==> config.mk <==
export PLATFORM = sky130hd
export DESIGN_NAME = dma_rx_dmux
export DESIGN_NICKNAME = d
export VERILOG_FILES = /design/src/dmux_pkg.sv /design/src/dmux_beat_if.sv /design/src/dmux_csr.sv /design/src/dmux_egr_fifo.sv /design/src/dmux_route.sv /design/src/dma_rx_dmux.sv
export SDC_FILE = /design/constraint.sdc
export NUM_CORES = 2
export LEC_CHECK = 0
export ABC_CLOCK_PERIOD_IN_PS = 9050
export BUFFER_PORTS_ARGS = -buffer_cell sky130_fd_sc_hd__buf_2
export CAP_MARGIN = 40
export CORE_MARGIN = 5
export CORE_UTILIZATION = 35
export CTS_BUF_LIST = sky130_fd_sc_hd__clkbuf_8
export CTS_CLUSTER_SIZE = 10
export DETAILED_ROUTE_END_ITERATION = 8
export GPL_TIMING_DRIVEN = 0
export HOLD_SLACK_MARGIN = 0.03
export SLEW_MARGIN = 25
export SYNTH_ARGS = -nofsm -noshare
export SYNTH_HDL_FRONTEND = slang
export SYNTH_SLANG_ARGS = --single-unit
==> constraint.sdc <==
create_clock -name clk -period 9.05 [get_ports clk]
set_clock_uncertainty 0.05 [all_clocks]
set_input_delay 0.4525 -clock clk [delete_from_list [all_inputs] [get_ports clk]]
set_output_delay 0.4525 -clock clk [all_outputs]
set_load 0.005 [all_outputs]
==> src/dmux_pkg.sv <==
/*
 * shared widths, enums and structs for the receive demultiplexer
 * the register map is fixed at three DMA channels
 */
package dmux_pkg;

   // ------------------------------------------------
   // widths
   // ------------------------------------------------
   localparam int num_ch     = 3;
   localparam int data_w     = 32;
   localparam int keep_w     = data_w / 8;
   localparam int meta_w     = 8;
   localparam int thresh_w   = 16;
   localparam int csr_addr_w = 4;
   localparam int csr_data_w = 32;

   // ------------------------------------------------
   // enums
   // ------------------------------------------------
   // channel ports first so the value doubles as channel index
   typedef enum logic [2:0] {
      port_dma0 = 3'd0,
      port_dma1 = 3'd1,
      port_dma2 = 3'd2,
      port_eth  = 3'd3,
      port_host = 3'd4
   } port_e;

   typedef enum logic [csr_addr_w-1:0] {
      csr_drop_en  = 4'd0,
      csr_thresh_0 = 4'd1,
      csr_thresh_1 = 4'd2,
      csr_thresh_2 = 4'd3
   } csr_reg_e;

   // ------------------------------------------------
   // structs
   // ------------------------------------------------
   // destination of one ingress beat
   typedef struct packed {
      port_e             egr_port;
      logic              mcast_en;
      logic [num_ch-1:0] mcast_mask;
   } seg_info_t;

   // one stored beat, last already resolved per channel
   typedef struct packed {
      logic [data_w-1:0] data;
      logic [keep_w-1:0] keep;
      logic [meta_w-1:0] meta;
      logic              last;
   } beat_t;

   // overload rule of one channel
   typedef struct packed {
      logic                drop_en;
      logic [thresh_w-1:0] thresh;
   } ch_cfg_t;

endpackage

==> src/dmux_beat_if.sv <==
/*
 * one ingress beat on its way from the router into the FIFO bank
 * last and write are per channel since truncation touches one channel only
 */
interface dmux_beat_if;
   import dmux_pkg::*;

   logic [data_w-1:0] data;
   logic [keep_w-1:0] keep;
   logic [meta_w-1:0] meta;
   // per-channel end of packet
   logic [num_ch-1:0] last;
   // per-channel write strobe
   logic [num_ch-1:0] wr;

   modport route (
      output data,
      output keep,
      output meta,
      output last,
      output wr
   );

   modport fifo (
      input data,
      input keep,
      input meta,
      input last,
      input wr
   );

endinterface

==> src/dmux_csr.sv <==
/*
 * drop enable mask and per-channel thresholds, read data one cycle after the strobe
 * no byte enables, unmapped addresses read zero and ignore writes
 */
module dmux_csr (
   input  logic                                       clk,
   input  logic                                       rst,
   input  logic [dmux_pkg::csr_addr_w-1:0]            csr_addr,
   input  logic                                       csr_read,
   input  logic                                       csr_write,
   input  logic [dmux_pkg::csr_data_w-1:0]            csr_wdata,
   output logic [dmux_pkg::csr_data_w-1:0]            csr_rdata,
   output logic                                       csr_rvalid,
   output dmux_pkg::ch_cfg_t [dmux_pkg::num_ch-1:0]   cfg
);
   import dmux_pkg::*;

   csr_reg_e                  reg_sel;
   ch_cfg_t [num_ch-1:0]      cfg_q;
   logic [csr_data_w-1:0]     rd_next;

   assign reg_sel = csr_reg_e'(csr_addr);
   assign cfg     = cfg_q;

   // ------------------------------------------------
   // write side
   // ------------------------------------------------
   always_ff @(posedge clk) begin
      if (rst) begin
         cfg_q <= '0;
      end else if (csr_write) begin
         case (reg_sel)
            csr_drop_en: begin
               for (int i = 0; i < num_ch; i++) begin
                  cfg_q[i].drop_en <= csr_wdata[i];
               end
            end
            csr_thresh_0: cfg_q[0].thresh <= csr_wdata[thresh_w-1:0];
            csr_thresh_1: cfg_q[1].thresh <= csr_wdata[thresh_w-1:0];
            csr_thresh_2: cfg_q[2].thresh <= csr_wdata[thresh_w-1:0];
            default: ;
         endcase
      end
   end

   // ------------------------------------------------
   // read side
   // ------------------------------------------------
   always_comb begin
      rd_next = '0;
      case (reg_sel)
         csr_drop_en: begin
            for (int i = 0; i < num_ch; i++) begin
               rd_next[i] = cfg_q[i].drop_en;
            end
         end
         csr_thresh_0: rd_next[thresh_w-1:0] = cfg_q[0].thresh;
         csr_thresh_1: rd_next[thresh_w-1:0] = cfg_q[1].thresh;
         csr_thresh_2: rd_next[thresh_w-1:0] = cfg_q[2].thresh;
         default: ;
      endcase
   end

   // read data captured on the strobe
   always_ff @(posedge clk) begin
      if (csr_read) begin
         csr_rdata <= rd_next;
      end
   end

   always_ff @(posedge clk) begin
      if (rst) begin
         csr_rvalid <= 1'b0;
      end else begin
         csr_rvalid <= csr_read;
      end
   end

   // the host side must serialize its accesses
   a_no_rd_wr : assert property (@(posedge clk) disable iff (rst)
      !(csr_read && csr_write));

endmodule

==> src/dmux_egr_fifo.sv <==
/*
 * single-clock egress FIFO for one channel, head shown while not empty
 * depth must be a power of two, ingress back-pressure keeps writes away from a full FIFO
 */
module dmux_egr_fifo #(
   parameter int depth = 16,
   parameter int ch    = 0
) (
   input  logic                                 clk,
   input  logic                                 rst,
   dmux_beat_if.fifo                            beat,
   output logic [$clog2(depth+1)-1:0]           occupancy,
   output logic                                 out_valid,
   output logic [dmux_pkg::data_w-1:0]          out_data,
   output logic [dmux_pkg::keep_w-1:0]          out_keep,
   output logic                                 out_last,
   output logic [dmux_pkg::meta_w-1:0]          out_meta,
   input  logic                                 out_ready
);
   import dmux_pkg::*;

   localparam int aw = $clog2(depth);

   beat_t          mem [depth];
   beat_t          head;
   logic [aw-1:0]  wr_ptr;
   logic [aw-1:0]  rd_ptr;
   logic           wr_en;
   logic           rd_en;

   assign wr_en = beat.wr[ch];
   assign rd_en = out_valid && out_ready;

   // storage, payload only
   always_ff @(posedge clk) begin
      if (wr_en) begin
         mem[wr_ptr] <= '{data: beat.data,
                          keep: beat.keep,
                          meta: beat.meta,
                          last: beat.last[ch]};
      end
   end

   // ------------------------------------------------
   // pointers and fill level
   // ------------------------------------------------
   always_ff @(posedge clk) begin
      if (rst) begin
         wr_ptr    <= '0;
         rd_ptr    <= '0;
         occupancy <= '0;
      end else begin
         if (wr_en) begin
            wr_ptr <= wr_ptr + 1'b1;
         end
         if (rd_en) begin
            rd_ptr <= rd_ptr + 1'b1;
         end
         // read and write together leave the count alone
         case ({wr_en, rd_en})
            2'b10:   occupancy <= occupancy + 1'b1;
            2'b01:   occupancy <= occupancy - 1'b1;
            default: ;
         endcase
      end
   end

   // show-ahead output
   assign head      = mem[rd_ptr];
   assign out_valid = (occupancy != '0);
   assign out_data  = head.data;
   assign out_keep  = head.keep;
   assign out_meta  = head.meta;
   assign out_last  = head.last;

   // in_ready at the top must stall ingress before the FIFO fills
   a_no_wr_full : assert property (@(posedge clk) disable iff (rst)
      wr_en |-> (occupancy < depth));

endmodule

==> src/dmux_route.sv <==
/*
 * per-channel targeting, threshold truncation and drop pulses
 * drop enable should stay stable while a packet is in flight
 */
module dmux_route #(
   parameter int depth = 16
) (
   input  logic                                                    clk,
   input  logic                                                    rst,
   input  logic                                                    in_valid,
   input  logic                                                    in_ready,
   input  logic [dmux_pkg::data_w-1:0]                             in_data,
   input  logic [dmux_pkg::keep_w-1:0]                             in_keep,
   input  logic                                                    in_last,
   input  logic [dmux_pkg::meta_w-1:0]                             in_meta,
   input  dmux_pkg::seg_info_t                                     seg,
   input  dmux_pkg::ch_cfg_t [dmux_pkg::num_ch-1:0]                cfg,
   input  logic [dmux_pkg::num_ch-1:0][$clog2(depth+1)-1:0]        occupancy,
   dmux_beat_if.route                                              beat,
   output logic [dmux_pkg::num_ch-1:0]                             drop_pulse
);
   import dmux_pkg::*;

   logic                accept;
   logic [num_ch-1:0]   target;
   logic [num_ch-1:0]   over;
   logic [num_ch-1:0]   trunc;
   // rest of the current packet is thrown away for this channel
   logic [num_ch-1:0]   discard;

   assign accept = in_valid && in_ready;

   // payload is shared by every channel
   assign beat.data = in_data;
   assign beat.keep = in_keep;
   assign beat.meta = in_meta;

   // ------------------------------------------------
   // per-channel decision
   // ------------------------------------------------
   for (genvar i = 0; i < num_ch; i++) begin : g_ch
      // mask wins over the unicast port when multicast is on
      assign target[i] = seg.mcast_en ? seg.mcast_mask[i]
                                      : (seg.egr_port == port_e'(i));

      // occupancy before this write, last beats never truncate
      assign over[i] = cfg[i].drop_en && !in_last &&
                       (thresh_w'(occupancy[i]) > cfg[i].thresh);

      assign trunc[i]     = accept && target[i] && !discard[i] && over[i];
      assign beat.wr[i]   = accept && target[i] && !discard[i];
      assign beat.last[i] = in_last || trunc[i];

      always_ff @(posedge clk) begin
         if (rst) begin
            discard[i] <= 1'b0;
         end else if (trunc[i]) begin
            discard[i] <= 1'b1;
         end else if (accept && in_last) begin
            discard[i] <= 1'b0;
         end
      end

      // one pulse after the final beat of a truncated packet
      always_ff @(posedge clk) begin
         if (rst) begin
            drop_pulse[i] <= 1'b0;
         end else begin
            drop_pulse[i] <= accept && in_last && discard[i];
         end
      end

      a_pulse_needs_en : assert property (@(posedge clk) disable iff (rst)
         $rose(drop_pulse[i]) |-> cfg[i].drop_en);
   end

endmodule

==> src/dma_rx_dmux.sv <==
/*
 * receive demultiplexer, packet bridge ingress to three message-DMA channels
 * fifo_depth must be a power of two and ready_margin at least 2
 */
module dma_rx_dmux #(
   parameter int fifo_depth   = 16,
   parameter int ready_margin = 4
) (
   input  logic                                                   clk,
   input  logic                                                   rst,

   // ingress stream
   input  logic                                                   in_valid,
   input  logic [dmux_pkg::data_w-1:0]                            in_data,
   input  logic [dmux_pkg::keep_w-1:0]                            in_keep,
   input  logic                                                   in_last,
   input  logic [dmux_pkg::meta_w-1:0]                            in_meta,
   input  dmux_pkg::port_e                                        in_port,
   input  logic                                                   in_mcast_en,
   input  logic [dmux_pkg::num_ch-1:0]                            in_mcast_mask,
   output logic                                                   in_ready,

   // DMA channel streams
   output logic [dmux_pkg::num_ch-1:0]                            dma_valid,
   output logic [dmux_pkg::num_ch-1:0][dmux_pkg::data_w-1:0]      dma_data,
   output logic [dmux_pkg::num_ch-1:0][dmux_pkg::keep_w-1:0]      dma_keep,
   output logic [dmux_pkg::num_ch-1:0]                            dma_last,
   output logic [dmux_pkg::num_ch-1:0][dmux_pkg::meta_w-1:0]      dma_meta,
   input  logic [dmux_pkg::num_ch-1:0]                            dma_ready,

   // register port
   input  logic [dmux_pkg::csr_addr_w-1:0]                        csr_addr,
   input  logic                                                   csr_read,
   input  logic                                                   csr_write,
   input  logic [dmux_pkg::csr_data_w-1:0]                        csr_wdata,
   output logic [dmux_pkg::csr_data_w-1:0]                        csr_rdata,
   output logic                                                   csr_rvalid,

   output logic [dmux_pkg::num_ch-1:0]                            drop_pulse
);
   import dmux_pkg::*;

   localparam int occ_w = $clog2(fifo_depth + 1);

   seg_info_t                        seg;
   ch_cfg_t [num_ch-1:0]             cfg;
   logic [num_ch-1:0][occ_w-1:0]     occ;
   logic [num_ch-1:0]                room;

   dmux_beat_if beat_bus ();

   assign seg = '{egr_port:   in_port,
                  mcast_en:   in_mcast_en,
                  mcast_mask: in_mcast_mask};

   // ------------------------------------------------
   // ingress back-pressure
   // ------------------------------------------------
   always_comb begin
      for (int i = 0; i < num_ch; i++) begin
         room[i] = (occ[i] < occ_w'(fifo_depth - ready_margin));
      end
   end

   // registered, margin absorbs the beat already in flight
   always_ff @(posedge clk) begin
      if (rst) begin
         in_ready <= 1'b0;
      end else begin
         in_ready <= &room;
      end
   end

   dmux_route #(
      .depth (fifo_depth)
   ) u_route (
      .clk        (clk),
      .rst        (rst),
      .in_valid   (in_valid),
      .in_ready   (in_ready),
      .in_data    (in_data),
      .in_keep    (in_keep),
      .in_last    (in_last),
      .in_meta    (in_meta),
      .seg        (seg),
      .cfg        (cfg),
      .occupancy  (occ),
      .beat       (beat_bus.route),
      .drop_pulse (drop_pulse)
   );

   dmux_csr u_csr (
      .clk        (clk),
      .rst        (rst),
      .csr_addr   (csr_addr),
      .csr_read   (csr_read),
      .csr_write  (csr_write),
      .csr_wdata  (csr_wdata),
      .csr_rdata  (csr_rdata),
      .csr_rvalid (csr_rvalid),
      .cfg        (cfg)
   );

   // ------------------------------------------------
   // one egress FIFO per channel
   // ------------------------------------------------
   for (genvar i = 0; i < num_ch; i++) begin : g_fifo
      dmux_egr_fifo #(
         .depth (fifo_depth),
         .ch    (i)
      ) u_fifo (
         .clk       (clk),
         .rst       (rst),
         .beat      (beat_bus.fifo),
         .occupancy (occ[i]),
         .out_valid (dma_valid[i]),
         .out_data  (dma_data[i]),
         .out_keep  (dma_keep[i]),
         .out_last  (dma_last[i]),
         .out_meta  (dma_meta[i]),
         .out_ready (dma_ready[i])
      );
   end

endmodule

==> metrics.md <==
| Metric | Value |
|---|---|
| Overflow after GRT | `0` |
| DR top layer | `met5` |
| Hold Path Class | `input pin to flop` |
| Slowest cell on the critical path | `clkbuf_1` |
| Worst hold start | `in_mcast_mask[2]` |
| Worst path cell trace | `clkbuf_2 -> clkbuf_1 -> clkbuf_1 -> mux4_2 -> mux4_2 -> buf_4 -> buf_2` |
| Critical path data required time | `8.55 ns` |
| Netlist cell types | `56` |
| Startpoint Class | `flop` |
| Mapped Area | `0.08724 mm²` |
| Core ar. | `0.2484 mm²` |
| Commonest non-fill, non-tap cell in the layout | `edfxtp_1` |
| Nets | `4,855` |
| Post-synth EDFFs | `2,176` |
| Reg-to-Reg End | `g_fifo[1].u_fifo.occupancy[2]` |
| Setup_tns | `0 ns` |
| Fin crit share | `0.5326` |
| Cell Rows | `183` |
| Hold_buf cts | `85` |
| Vias in the first global route | `44,390` |
| DRT antenna net count | `0` |
| Crit path max fanout | `10` |
| First-pass GRT wire length | `306,300 µm` |
| Power Dens Cells | `226.6 mW/mm²` |
| Setup Crit Path Kind | `flop to primary output` |
| Clk pwr share | `0.333` |
| Die area | `0.2593 mm²` |
| Final setup margin | `4.230 ns` |
| Max Transition Viols Final | `0` |
| Final hold vios | `0` |
| Seq cells post-synth | `2,286` |
| DRT Pass-1 Iters | `8` |
| Final min period | `4.820 ns` |
| Share of cells above drive strength 1 | `0.3437` |
| Worst Path Arrival | `4.32 ns` |
| Total chip power | `0.02358 W` |
| Yosys warns | `0` |
| Pleak | `32.90 nW` |
| Synth Flop Type | `edfxtp_1` |
| GPL Wtd Cong | `0.8087` |
| Instance count of the mapped netlist | `3,765` |
| Worst slew margin | `0.4305` |
| WL/cell | `25.54 µm` |
| Post-synthesis area per instance | `23.17 µm²` |
| CTS-repair resized insts | `0` |
| Routed met1 length | `82,420 µm` |
| TritonCTS clock tree | `done` |
| Number of DRC markers in iteration 0 | `3,836` |
| Outcome | `completed` |
| CP bufs+invs | `5` |
| Largest net degree at the start of global routing | `49` |
| Post-Route WL | `212,200 µm` |
| Reg power frac | `0.496` |
| Starting Density | `0.3512` |
| Flop2flop setup slack | `5.62 ns` |
| DP HPWL | `140,300 µm` |
| Internal | `0.01764 W` |
| RSZ-0062 raised after global routing | `no` |
| Clock-pin slew on the worst setup and hold paths | `0.06 ns` |
| Via count | `42,120` |
| Worst-skew pair later-pin latency | `1.01 ns` |
| Max cap viols | `0` |
| Sw Pwr | `0.005939 W` |
| Setup repair bufs after CTS | `0` |
| Clock sink total | `2,286` |
| R2R Path Start | `in_ready` |
| Fin area | `0.1041 mm²` |
| Setup-failing EPs final | `0` |
| CTS root buffer | `clkbuf_8` |
| Max stage delay on crit path | `0.67 ns` |
| Met2 Wirelength | `108,900 µm` |
| Worst vdd ir | `0.1420 mV` |
| Post-route DRC | `0` |
| R2R cell count | `12` |
| Crit. End Element | `primary output` |
| Area Overhead vs Synth | `19.31%` |
| CTS H-tree lvls | `5` |
| Pre-CTS setup slack | `5.189 ns` |
| Most frequent cells in the layout | `2,176 x edfxtp_1, 675 x mux4_2, 377 x clkbuf_8` |
| Max Buffers Root-to-Sink | `4` |
| Via/cell ratio | `5.070` |
| Area after DPL | `0.09615 mm²` |
| Global Route Usage Sum | `0.1622` |
| Cells on Worst Hold Path | `6` |
| Port Buf Inserts | `237` |
| Seq/Total Area, Yosys | `0.7742` |
| Comb pwr share | `0.171` |
| Worst slew pin tran | `0.8543 ns` |
| Worst Hold Endpoint | `g_fifo[2].u_fifo.wr_ptr[3]` |
| Die Span Y | `509.3 µm` |
| WL met3 | `15,560 µm` |
| FFs w/ async S/R, synth | `0` |
| Inserted Clock Buffers | `370` |
| Worst path top cell family by delay | `buffers and inverters` |
| Initial antenna violation count | `5` |
| IO Count | `271` |
| Die W | `509.3 µm` |
| Sw Share | `0.2518` |
| Max Clk Rate | `207.5 MHz` |
==> metal layers <==
layer | vias to the layer above | GRT usage
li1 | 17910 | -
met1 | 22380 | 0.2039
met2 | 1498 | 0.2775
met3 | 323 | 0.04282
met4 | 6 | 0.04699
met5 | - | 0
==> flip-flops by register name (all words and copies together), names as in the netlist, named ones only <==
name and count:
g_fifo.u_fifo.rd_ptr 12, g_fifo.u_fifo.mem 2160, u_route.discard 3, u_csr.csr_rvalid 1
g_fifo.u_fifo.wr_ptr 12, in_ready 1, u_csr.cfg 51, u_csr.csr_rdata 16
g_fifo.u_fifo.occupancy 15, u_route.drop_pulse 3
==> cell type report <==
cell class,count,area [µm²]
clock inverter,251,1159
clock buffer,377,5189
timing repair buffer,565,5961
multi-input combinational,1230,18930
sequential,2286,67540
antenna,4,10.01
inverter,46,172.7
tap,3330,4167
buffer,218,954.7
fill,21510,144300
==> power by group through the flow <==
stage / combinational, W / clock, W / sequential (W)
after detailed placement: 0.00407 / 0 / 0.0119
after global placement: 0.00387 / 0 / 0.0119
final: 0.00403 / 0.00785 / 0.0117
after floorplan: 0.00256 / 0 / 0.0119
after global routing: 0.00438 / 0.00857 / 0.0117
after CTS: 0.00411 / 0.00807 / 0.0117
==> cells by family after synthesis <==
| kind of cell | count (synthesis) | synth area share |
|---|---|---|
| AO/OA/AOI/OAI | 149 | 0.01157 |
| XOR/XNOR | 24 | 0.002409 |
| adder cells (fa/ha/maj) | 42 | 0.006024 |
| buffers and inverters | 264 | 0.01282 |
| flip-flops | 2286 | 0.7742 |
| multiplexers | 683 | 0.1752 |
| other | 1 | 0.00004298 |
| AND/OR/NAND/NOR | 316 | 0.01771 |
==> worst min-delay path, cell delays in order <==
cell and delay, ns:
buf_2 0.09, nand2_1 0.20, a211oi_4 0.16, inv_2 0.10, or3_1 0.11, a21oi_1 0.06
==> per-stage QoR <==
| stage | util | hold WS [ns] | instances |
|---|---|---|---|
| after floorplan | - | 0.3931 | 3780 |
| after detailed placement | 0.3870 | 0.4134 | 7551 |
| final | 0.4190 | 0.2027 | 8307 |
| after CTS | 0.4160 | 0.03338 | 8264 |
| after global placement | 0.3729 | 0.4064 | 7347 |
| after global routing | 0.4189 | 0.1137 | 8304 |
==> Yosys cell counts (8+ instances only) <==
master / count / area share
nand2b_1: 11 / 0.00079
nor3_1: 15 / 0.00086
or3_1: 9 / 0.00065
ha_1: 42 / 0.0060
a21oi_1: 70 / 0.0040
buf_4: 22 / 0.0019
and2_1: 12 / 0.00086
mux4_2: 675 / 0.17
buf_1: 34 / 0.0015
o21ai_0: 11 / 0.00063
buf_2: 36 / 0.0021
nor2_1: 58 / 0.0025
and3_1: 9 / 0.00065
xor2_1: 20 / 0.0020
nand3_1: 12 / 0.00069
a222oi_1: 14 / 0.0016
or4_1: 8 / 0.00069
nand2_1: 140 / 0.0060
dfxtp_1: 110 / 0.025
inv_1: 43 / 0.0019
edfxtp_1: 2176 / 0.75
clkbuf_1: 126 / 0.0054
mux2i_1: 8 / 0.00092
==> how the worst max path moves through the flow <==
| stage | startpoint | to | slack, ns | cells after the start |
|---|---|---|---|---|
| after floorplan | in_port[1] | g_fifo[0].u_fifo.mem[3][0] | 2.66 | 4 |
| after global placement | in_port[1] | g_fifo[0].u_fifo.mem[3][15] | -3.28 | 5 |
| after detailed placement | in_port[2] | g_fifo[2].u_fifo.mem[2][21] | 5.19 | 8 |
| after CTS | flop | dma_last[2] | 4.09 | 7 |
| after global routing | flop | dma_last[2] | 4.03 | 7 |
| final | flop | dma_last[2] | 4.23 | 7 |
(Power assumes the default switching activity.)
